File: config.mk
export PLATFORM = sky130hd
export DESIGN_NAME = axi_master_wr
export DESIGN_NICKNAME = d
export VERILOG_FILES = /design/src/hdl/axi_wr_pkg.sv /design/src/hdl/axi_master_wr.sv /design/src/hdl/waddr_channel.sv /design/src/hdl/wdata_channel.sv /design/src/hdl/wr_job_decode.sv /design/src/hdl/wresp_tracker.sv
export SDC_FILE = /design/constraint.sdc
export NUM_CORES = 1
export LEC_CHECK = 0
export ABC_AREA = 1
export BUFFER_PORTS_ARGS = -buffer_cell sky130_fd_sc_hd__buf_2
export CORE_UTILIZATION = 59
export CTS_BUF_LIST = sky130_fd_sc_hd__clkbuf_8
export DETAILED_ROUTE_END_ITERATION = 12
export GPL_ROUTABILITY_DRIVEN = 0
export PLACE_DENSITY = 0.8
export REMOVE_ABC_BUFFERS = 1
export SLEW_MARGIN = 5
export SYNTH_ARGS = -nofsm -noshare
export SYNTH_HDL_FRONTEND = slang
export SYNTH_HIERARCHICAL = 1
export SYNTH_SLANG_ARGS = --single-unit
File: constraint.sdc
create_clock -name clk -period 9.6 [get_ports clk]
set_clock_uncertainty 0.2 [all_clocks]
set_input_delay 1.92 -clock clk [delete_from_list [all_inputs] [get_ports clk]]
set_output_delay 1.92 -clock clk [all_outputs]
set_load 0.03 [all_outputs]
File: src/hdl/axi_wr_pkg.sv
// ----------------------------------------------------------------------
// Shared widths, AXI codes and burst geometry for the AXI write master
// Job plan, AW payload and B response structs
// ----------------------------------------------------------------------

package axi_wr_pkg;

    // ------------------------------------------------------------------
    // Bus widths
    // ------------------------------------------------------------------
    localparam int ADDR_W = 64;
    localparam int DATA_W = 64;
    localparam int STRB_W = DATA_W / 8;
    localparam int ID_W   = 2;
    localparam int GRID_W = 10;
    localparam int CNT_W  = 20;

    // ------------------------------------------------------------------
    // Burst geometry, one burst per macroblock
    // ------------------------------------------------------------------
    localparam int BEATS_PER_BURST = 4;
    localparam int BEAT_IDX_W      = $clog2(BEATS_PER_BURST);
    localparam int BURST_BYTES     = BEATS_PER_BURST * STRB_W;

    localparam logic [7:0] AWLEN_VAL  = 8'(BEATS_PER_BURST - 1);
    // 8 bytes per beat
    localparam logic [2:0] AWSIZE_VAL = 3'($clog2(STRB_W));

    // Fixed AXI codes
    localparam logic [1:0] AXI_BURST_INCR = 2'b01;
    // Normal non-cacheable bufferable
    localparam logic [3:0] AXI_CACHE_BUF  = 4'b0011;
    localparam logic [1:0] AXI_RESP_OKAY  = 2'b00;

    // ------------------------------------------------------------------
    // Structs
    // ------------------------------------------------------------------
    typedef struct packed {
        logic [ADDR_W-1:0] base_addr;
        logic [CNT_W-1:0]  burst_count;
        logic [CNT_W-1:0]  beat_count;
        logic              valid_job;
    } job_plan_t;

    typedef struct packed {
        logic [ADDR_W-1:0] awaddr;
        logic [7:0]        awlen;
    } aw_beat_t;

    typedef struct packed {
        logic [ID_W-1:0] bid;
        logic [1:0]      bresp;
    } b_resp_t;

endpackage

File: src/hdl/axi_master_wr.sv
// ----------------------------------------------------------------------
// AXI4 write master top level
// Job decode, AW and W execute blocks, B response tracker
// Constant AXI sideband fields
// ----------------------------------------------------------------------

`timescale 1ns/1ps

module axi_master_wr (
    input  logic                          clk,
    input  logic                          rst_n,

    // Local job control
    input  logic                          start_pulse,
    input  logic [axi_wr_pkg::ADDR_W-1:0] target_address,
    input  logic [axi_wr_pkg::GRID_W-1:0] blk_w,
    input  logic [axi_wr_pkg::GRID_W-1:0] blk_h,

    // Result FIFO, show-ahead
    input  logic                          fifo_empty,
    input  logic [axi_wr_pkg::DATA_W-1:0] fifo_dout,
    output logic                          fifo_rd,

    // AW channel
    output logic [axi_wr_pkg::ID_W-1:0]   m_axi_awid,
    output logic [axi_wr_pkg::ADDR_W-1:0] m_axi_awaddr,
    output logic [7:0]                    m_axi_awlen,
    output logic [2:0]                    m_axi_awsize,
    output logic [1:0]                    m_axi_awburst,
    output logic [3:0]                    m_axi_awcache,
    output logic                          m_axi_awvalid,
    input  logic                          m_axi_awready,

    // W channel
    output logic [axi_wr_pkg::DATA_W-1:0] m_axi_wdata,
    output logic [axi_wr_pkg::STRB_W-1:0] m_axi_wstrb,
    output logic                          m_axi_wlast,
    output logic                          m_axi_wvalid,
    input  logic                          m_axi_wready,

    // B channel
    input  logic [axi_wr_pkg::ID_W-1:0]   m_axi_bid,
    input  logic [1:0]                    m_axi_bresp,
    input  logic                          m_axi_bvalid,
    output logic                          m_axi_bready,

    // Status
    output logic                          done_pulse,
    output logic                          wr_error
);

    axi_wr_pkg::job_plan_t plan;
    logic                  plan_start;
    logic                  busy;
    axi_wr_pkg::aw_beat_t  aw;
    axi_wr_pkg::b_resp_t   b;

    // ------------------------------------------------------------------
    // Sideband and struct packing
    // ------------------------------------------------------------------
    assign m_axi_awid    = '0;
    assign m_axi_awsize  = axi_wr_pkg::AWSIZE_VAL;
    assign m_axi_awburst = axi_wr_pkg::AXI_BURST_INCR;
    assign m_axi_awcache = axi_wr_pkg::AXI_CACHE_BUF;
    assign m_axi_bready  = 1'b1;

    assign m_axi_awaddr  = aw.awaddr;
    assign m_axi_awlen   = aw.awlen;
    assign b.bid         = m_axi_bid;
    assign b.bresp       = m_axi_bresp;

    // ------------------------------------------------------------------
    // Decode, execute and result
    // ------------------------------------------------------------------
    wr_job_decode u_wr_job_decode (
        .clk            (clk),
        .rst_n          (rst_n),
        .start_pulse    (start_pulse),
        .target_address (target_address),
        .blk_w          (blk_w),
        .blk_h          (blk_h),
        .busy           (busy),
        .plan           (plan),
        .plan_start     (plan_start)
    );

    waddr_channel u_waddr_channel (
        .clk        (clk),
        .rst_n      (rst_n),
        .plan       (plan),
        .plan_start (plan_start),
        .aw         (aw),
        .awvalid    (m_axi_awvalid),
        .awready    (m_axi_awready)
    );

    wdata_channel u_wdata_channel (
        .clk        (clk),
        .rst_n      (rst_n),
        .plan       (plan),
        .plan_start (plan_start),
        .fifo_empty (fifo_empty),
        .fifo_dout  (fifo_dout),
        .fifo_rd    (fifo_rd),
        .wdata      (m_axi_wdata),
        .wstrb      (m_axi_wstrb),
        .wlast      (m_axi_wlast),
        .wvalid     (m_axi_wvalid),
        .wready     (m_axi_wready)
    );

    wresp_tracker u_wresp_tracker (
        .clk        (clk),
        .rst_n      (rst_n),
        .plan       (plan),
        .plan_start (plan_start),
        .b          (b),
        .bvalid     (m_axi_bvalid),
        .busy       (busy),
        .done_pulse (done_pulse),
        .wr_error   (wr_error)
    );

endmodule

File: src/hdl/waddr_channel.sv
// ----------------------------------------------------------------------
// AW execute block
// One INCR burst per macroblock, issued back to back
// ----------------------------------------------------------------------

`timescale 1ns/1ps

module waddr_channel (
    input  logic                   clk,
    input  logic                   rst_n,
    input  axi_wr_pkg::job_plan_t  plan,
    input  logic                   plan_start,
    output axi_wr_pkg::aw_beat_t   aw,
    output logic                   awvalid,
    input  logic                   awready
);

    logic [axi_wr_pkg::ADDR_W-1:0] addr_q;
    logic [axi_wr_pkg::CNT_W-1:0]  bursts_left;
    logic                          aw_hs;

    assign aw_hs = awvalid && awready;

    // ------------------------------------------------------------------
    // Burst counter and valid
    // ------------------------------------------------------------------
    always_ff @(posedge clk or negedge rst_n)
    begin
        if (!rst_n)
        begin
            bursts_left <= '0;
            awvalid     <= 1'b0;
        end
        else if (plan_start)
        begin
            bursts_left <= plan.burst_count;
            awvalid     <= plan.burst_count != '0;
        end
        else if (aw_hs)
        begin
            bursts_left <= bursts_left - 1'b1;
            // Last burst accepted
            awvalid     <= bursts_left != axi_wr_pkg::CNT_W'(1);
        end
    end

    // Address advances one burst per handshake
    always_ff @(posedge clk)
    begin
        if (plan_start)
            addr_q <= plan.base_addr;
        else if (aw_hs)
            addr_q <= addr_q + axi_wr_pkg::ADDR_W'(axi_wr_pkg::BURST_BYTES);
    end

    assign aw.awaddr = addr_q;
    assign aw.awlen  = axi_wr_pkg::AWLEN_VAL;

    // Payload holds under back-pressure
    a_aw_stable: assert property (@(posedge clk) disable iff (!rst_n)
        awvalid && !awready |=> awvalid && $stable(aw));

endmodule

File: src/hdl/wdata_channel.sv
// ----------------------------------------------------------------------
// W execute block
// Pops show-ahead FIFO words straight into write beats
// wlast on every fourth beat of the job
// ----------------------------------------------------------------------

`timescale 1ns/1ps

module wdata_channel (
    input  logic                          clk,
    input  logic                          rst_n,
    input  axi_wr_pkg::job_plan_t         plan,
    input  logic                          plan_start,
    input  logic                          fifo_empty,
    input  logic [axi_wr_pkg::DATA_W-1:0] fifo_dout,
    output logic                          fifo_rd,
    output logic [axi_wr_pkg::DATA_W-1:0] wdata,
    output logic [axi_wr_pkg::STRB_W-1:0] wstrb,
    output logic                          wlast,
    output logic                          wvalid,
    input  logic                          wready
);

    logic [axi_wr_pkg::CNT_W-1:0]      beats_left;
    logic [axi_wr_pkg::BEAT_IDX_W-1:0] beat_pos;
    logic                              active;
    logic                              w_hs;

    assign active = beats_left != '0;
    assign wvalid = active && !fifo_empty;
    assign w_hs   = wvalid && wready;

    // FIFO is show-ahead, so a pop is exactly a W handshake
    assign fifo_rd = w_hs;
    assign wdata   = fifo_dout;
    assign wstrb   = '1;
    assign wlast   = beat_pos == axi_wr_pkg::BEAT_IDX_W'(axi_wr_pkg::BEATS_PER_BURST - 1);

    // ------------------------------------------------------------------
    // Beat counters
    // ------------------------------------------------------------------
    always_ff @(posedge clk or negedge rst_n)
    begin
        if (!rst_n)
        begin
            beats_left <= '0;
            beat_pos   <= '0;
        end
        else if (plan_start)
        begin
            beats_left <= plan.beat_count;
            beat_pos   <= '0;
        end
        else if (w_hs)
        begin
            beats_left <= beats_left - 1'b1;
            // Wraps at the burst size
            beat_pos   <= beat_pos + 1'b1;
        end
    end

    // ------------------------------------------------------------------
    // Checks
    // ------------------------------------------------------------------
    // A shown word stays on the bus until the slave takes it
    a_w_hold: assert property (@(posedge clk) disable iff (!rst_n)
        wvalid && !wready |=> wvalid && $stable(wdata) && $stable(wlast));

    // wlast agrees with the beats sent so far in the job
    a_wlast_pos: assert property (@(posedge clk) disable iff (!rst_n)
        w_hs |-> wlast == (((plan.beat_count - beats_left)
                            % axi_wr_pkg::BEATS_PER_BURST)
                           == axi_wr_pkg::BEATS_PER_BURST - 1));

endmodule

File: src/hdl/wr_job_decode.sv
// ----------------------------------------------------------------------
// Job decode stage
// Captures start_pulse jobs and turns the grid into a burst plan
// ----------------------------------------------------------------------

`timescale 1ns/1ps

module wr_job_decode (
    input  logic                           clk,
    input  logic                           rst_n,
    input  logic                           start_pulse,
    input  logic [axi_wr_pkg::ADDR_W-1:0]  target_address,
    input  logic [axi_wr_pkg::GRID_W-1:0]  blk_w,
    input  logic [axi_wr_pkg::GRID_W-1:0]  blk_h,
    input  logic                           busy,
    output axi_wr_pkg::job_plan_t          plan,
    output logic                           plan_start
);

    logic                             accept;
    logic [2*axi_wr_pkg::GRID_W-1:0]  blk_prod;
    logic [axi_wr_pkg::CNT_W-1:0]     burst_cnt;
    logic [axi_wr_pkg::CNT_W-1:0]     beat_cnt;
    logic                             busy_d;

    // Drop new jobs while one is in flight, and drop empty grids
    assign accept = start_pulse && !busy && !plan.valid_job
                    && (blk_w != '0) && (blk_h != '0);

    // Counts wrap past 2^18 macroblocks
    assign blk_prod  = blk_w * blk_h;
    assign burst_cnt = axi_wr_pkg::CNT_W'(blk_prod);
    assign beat_cnt  = axi_wr_pkg::CNT_W'(blk_prod * axi_wr_pkg::BEATS_PER_BURST);

    // ------------------------------------------------------------------
    // Plan register
    // ------------------------------------------------------------------
    always_ff @(posedge clk or negedge rst_n)
    begin
        if (!rst_n)
        begin
            plan       <= '0;
            plan_start <= 1'b0;
            busy_d     <= 1'b0;
        end
        else
        begin
            busy_d     <= busy;
            plan_start <= accept;
            if (accept)
            begin
                plan.base_addr   <= target_address;
                plan.burst_count <= burst_cnt;
                plan.beat_count  <= beat_cnt;
                plan.valid_job   <= 1'b1;
            end
            // Job retires once the tracker drops busy
            else if (busy_d && !busy)
            begin
                plan.valid_job <= 1'b0;
            end
        end
    end

    // Base address must sit on a burst boundary
    a_base_aligned: assert property (@(posedge clk) disable iff (!rst_n)
        accept |-> target_address[$clog2(axi_wr_pkg::BURST_BYTES)-1:0] == '0);

endmodule

File: src/hdl/wresp_tracker.sv
// ----------------------------------------------------------------------
// B response tracker
// Counts responses, holds busy, flags done and error responses
// ----------------------------------------------------------------------

`timescale 1ns/1ps

module wresp_tracker (
    input  logic                   clk,
    input  logic                   rst_n,
    input  axi_wr_pkg::job_plan_t  plan,
    input  logic                   plan_start,
    input  axi_wr_pkg::b_resp_t    b,
    input  logic                   bvalid,
    output logic                   busy,
    output logic                   done_pulse,
    output logic                   wr_error
);

    logic [axi_wr_pkg::CNT_W-1:0] resp_left;
    logic                         last_resp;

    // bready is tied high, so every bvalid is a handshake
    assign last_resp = bvalid && (resp_left == axi_wr_pkg::CNT_W'(1));

    always_ff @(posedge clk or negedge rst_n)
    begin
        if (!rst_n)
        begin
            resp_left  <= '0;
            busy       <= 1'b0;
            done_pulse <= 1'b0;
            wr_error   <= 1'b0;
        end
        else
        begin
            done_pulse <= last_resp;
            wr_error   <= bvalid && (b.bresp != axi_wr_pkg::AXI_RESP_OKAY);
            if (plan_start)
            begin
                resp_left <= plan.burst_count;
                busy      <= 1'b1;
            end
            else if (bvalid)
            begin
                resp_left <= resp_left - 1'b1;
                if (last_resp)
                    busy <= 1'b0;
            end
        end
    end

    // No response may arrive without a job in flight
    a_b_when_busy: assert property (@(posedge clk) disable iff (!rst_n)
        bvalid |-> busy);

endmodule

==> flow_summary_export.csv <==
group,metric,value,unit
synthesis,synth_ff_type,"dfrtp_1",
placement,dp_hpwl,34300,um
synthesis,synth-seq-cells,217,
critical_path,cp_slowest_cell,"fa_1",
timing,slew_viol_final,0,
global_routing,grtUsageTotal,0.325,
drt,wl,47500,um
critical_path,r2r_slack,6.18,ns
timing,min_period,6.10,ns
critical_path,criticalPathCategory,"input port to flip-flop",
synthesis,async_reset_ff_frac,0.705,
critical_path,reg2reg_from,"u_wr_job_decode/plan_start",
critical_path,end_kind,"flip-flop",
timing,finalCritPeriodShare,0.636,
synthesis,synthCells,2329,
global_routing,grt_pass1_wl,74100,um
floorplan,die_w,171,um
finish,syn2layout_area_growth,5.74,%
cts,post_cts_buffers,0,
cts,cts_max_path_buffers,3,
critical_path,crit_required,9.80,ns
synthesis,syn_avg_cell_area,7.27,um2
global_routing,grt_pass1_vias,14000,
drt,dr_total_vias,15300,
timing,holdWs,0.273,ns
critical_path,worst-path-buf-inv,6,
finish,n_antenna_cell,0,
critical_path,worstSetupStartpointType,"input port",
critical_path,cp_common_cell,"nand2_1",
timing,max_freq,164,MHz
drt,ant_nets,0,
cts,ctsResizeCount,0,
cts,h-tree-depth,2,
cts,cts_root_buffer,"clkbuf_8",
global_routing,overflow,0,
synthesis,synth.cell_area,16900,um2
min_path,worst_hold_path.endpoint,"u_wr_job_decode/busy_d",
critical_path,reg2reg_depth,6,
power_and_ir_drop,peakVddDrop,0.000114,V
min_path,hp-class,"flip-flop to flip-flop",
critical_path,slowest_delay,0.54,ns
synthesis,synth.distinct_cells,47,
timing,hold_violations,0,
timing,rsz0062_at_grt,"false",
floorplan,dieArea,29400,um2
flow_run,maxCapViolCount,0,
global_routing,grt_antenna_before_repair,1,
power_and_ir_drop,p_leak,9.50,nW
timing,slew_headroom,0.337,
cts,cts_tree,"yes",
drt,wl_per_cell,17.1,um
cts,cts_sinks,217,
floorplan,initial_core_util,0.604,
critical_path,critPathMaxFanout,11,
cts,clk_latency,0.54,ns
synthesis,ys_warn_count,6,
critical_path,path_cells,"buf_2, nand2_1, fa_1, inv_1, fa_1, inv_1, fa_1, inv_1, fa_1, inv_1, fa_1, inv_1, ha_1, nand2_1, nor2_1, nand3_1, nand3_1, nand2_1, nand2_1, nand2_1, nand3_1, nand2_1",
timing,setup_viol_count_final,0,
floorplan,pin_count,321,
finish,drive_gt1_frac,0.121,
drt,drt_iter0_drc,1646,
timing,worst_slew_pin_slew,0.995,ns
min_path,hold_depth,0,
cts,clkSlewWorstSetupHoldPaths,0.06,ns
finish,layout.nets,2663,
floorplan,num_rows,61,
min_path,hold_start,"u_wresp_tracker/busy",
critical_path,cp.arrival,6.31,ns
critical_path,rr_endpoint,"u_waddr_channel/bursts_left[13]",
drt,firstDrtPassIters,8,
synthesis,synth-edff-count,64,
critical_path,critical_path.top_delay_family,"adder cells",
synthesis,yosysSeqAreaShare,0.340,
global_routing,grt_max_degree,97,
drt,drc,0,
floorplan,die_h,171,um
cts,numCtsBuffers,38,
power_and_ir_drop,power_density,288,nW/um2
drt,vias_per_cell,5.51,
placement,io_buffers,162,
cts,cts_hold_buf,0,
outcome,status,"completed",
floorplan,core_area,28000,um2
timing,setup_tns,0,ns
-- where the power goes --
part | leakage [nW] | total (mW) | internal (mW) | switching, mW
logic | 6.48 | 2.47 | 0.845 | 1.63
clock network | 0.430 | 0.861 | 0.472 | 0.390
registers | 2.59 | 1.82 | 1.38 | 0.447
-- registers in the layout (all words and copies together) (netlist names) --
name / cells
u_wresp_tracker/done_pulse: 1
u_wr_job_decode/plan: 85
u_waddr_channel/bursts_left: 20
u_wresp_tracker/busy: 1
u_wr_job_decode/plan_start: 1
u_wdata_channel/beats_left: 20
u_wdata_channel/beat_pos: 2
u_wresp_tracker/resp_left: 20
u_wr_job_decode/busy_d: 1
u_wresp_tracker/wr_error: 1
u_waddr_channel/addr_q: 64
u_waddr_channel/awvalid: 1
-- synth_stat cells (3+ instances only) --
master	number	area, um2
a21oi_1	26	130
a22oi_1	13	97.6
buf_1	4	15.0
buf_2	11	55.1
buf_4	114	856
buf_6	13	146
clkbuf_1	38	143
conb_1	6	22.5
dfrtp_1	153	3830
edfxtp_1	64	1920
fa_1	62	1240
ha_1	63	788
inv_1	250	938
inv_2	9	33.8
nand2_1	921	3460
nand2_2	10	62.6
nand2_4	5	56.3
nand3_1	101	505
nand3_2	3	30.0
nand3b_1	6	45.0
nand4_1	26	163
nor2_1	203	762
nor2_2	17	106
nor2_4	16	180
nor2_8	3	60.1
nor3_1	6	30.0
nor4_1	7	43.8
o211ai_1	7	52.6
o21ai_0	51	255
o21ai_1	33	165
o21bai_1	6	45.0
o221ai_1	5	43.8
xnor2_1	25	219
xor2_1	32	280
-- stage by stage --
step	instance area (um2)	utilization	setup slack, ns	power [mW]	instances
2_1_floorplan	15800	-	3.37	3.55	2172
3_3_place_gp	17100	0.612	3.05	4.15	2717
3_5_place_dp	17100	0.612	2.99	4.24	2717
4_1_cts	17900	0.639	3.55	5.13	2786
5_1_grt	17900	0.639	3.20	5.58	2786
6_report	17900	0.639	3.50	5.16	2786
-- how the worst max path moves through the flow --
stage / startpoint / end / slack [ns] / depth (start not counted)
finish: blk_w[5] / u_wr_job_decode/plan[36] / 3.50 / 22
global route: blk_h[3] / u_wr_job_decode/plan[36] / 3.20 / 22
CTS: blk_w[5] / u_wr_job_decode/plan[36] / 3.55 / 22
detailed placement: blk_w[5] / u_wr_job_decode/plan[36] / 2.99 / 22
global placement: blk_w[5] / u_wr_job_decode/plan[36] / 3.05 / 22
floorplan: u_wr_job_decode/plan_start / u_waddr_channel/bursts_left[16] / 3.37 / 6
-- area by class of cell --
cell class / instances / area, um2
clock inverters: 25 / 155
well taps: 378 / 473
multi-input cells: 1692 / 9070
clock buffers: 44 / 606
inverters: 263 / 990
repair buffers: 167 / 855
fillers: 2428 / 10100
flip-flops and latches: 217 / 5750
-- worst reg2reg max path, cell delays in order (launching register included) --
cell,delay (ns)
dfrtp_4,1.02
inv_2,0.68
nand2_2,0.36
buf_4,0.69
o21ai_0,0.22
inv_1,0.09
nand2_1,0.05
-- cells in the final DEF, fill, tap and decap left out, drive strengths merged --
cell      netlist  layout
o211ai          7       7
nand3b          6       6
dfrtp         153     153
o21ai          86      86
clkinvlp        0       1
a31oi           1       1
a22oi          13      13
nor4            7       7
and3            1       1
o21bai          6       6
and2            2       2
ha             63      63
nand3         106     106
clkbuf         39      44
o22ai           2       2
conb            6      30
a22o            1       1
buf           142     167
nand4          26      26
nor3            7       7
nand2         936     936
bufinv          0       2
or2             3       3
xor2           32      32
clkinv          4      15
fa             62      62
xnor2          25      25
nor2          239     239
o221ai          5       5
a21oi          26      26
inv           259     270
edfxtp         64      64
-- cells by family after synthesis --
family	after synthesis	synth area share
xor+xnor	57	0.0295
flops	217	0.340
buf+inv	444	0.131
compound gates	147	0.0493
simple gates	1333	0.330
other cells	6	0.00133
fa+ha+maj	125	0.120
-- metal layers --
layer  GRT usage  wire, um
met1       0.427     19300
met2       0.493     20900
met3       0.113      5740
met4       0.110      1470
met5      0.0574       169
(Power assumes the default switching activity.)
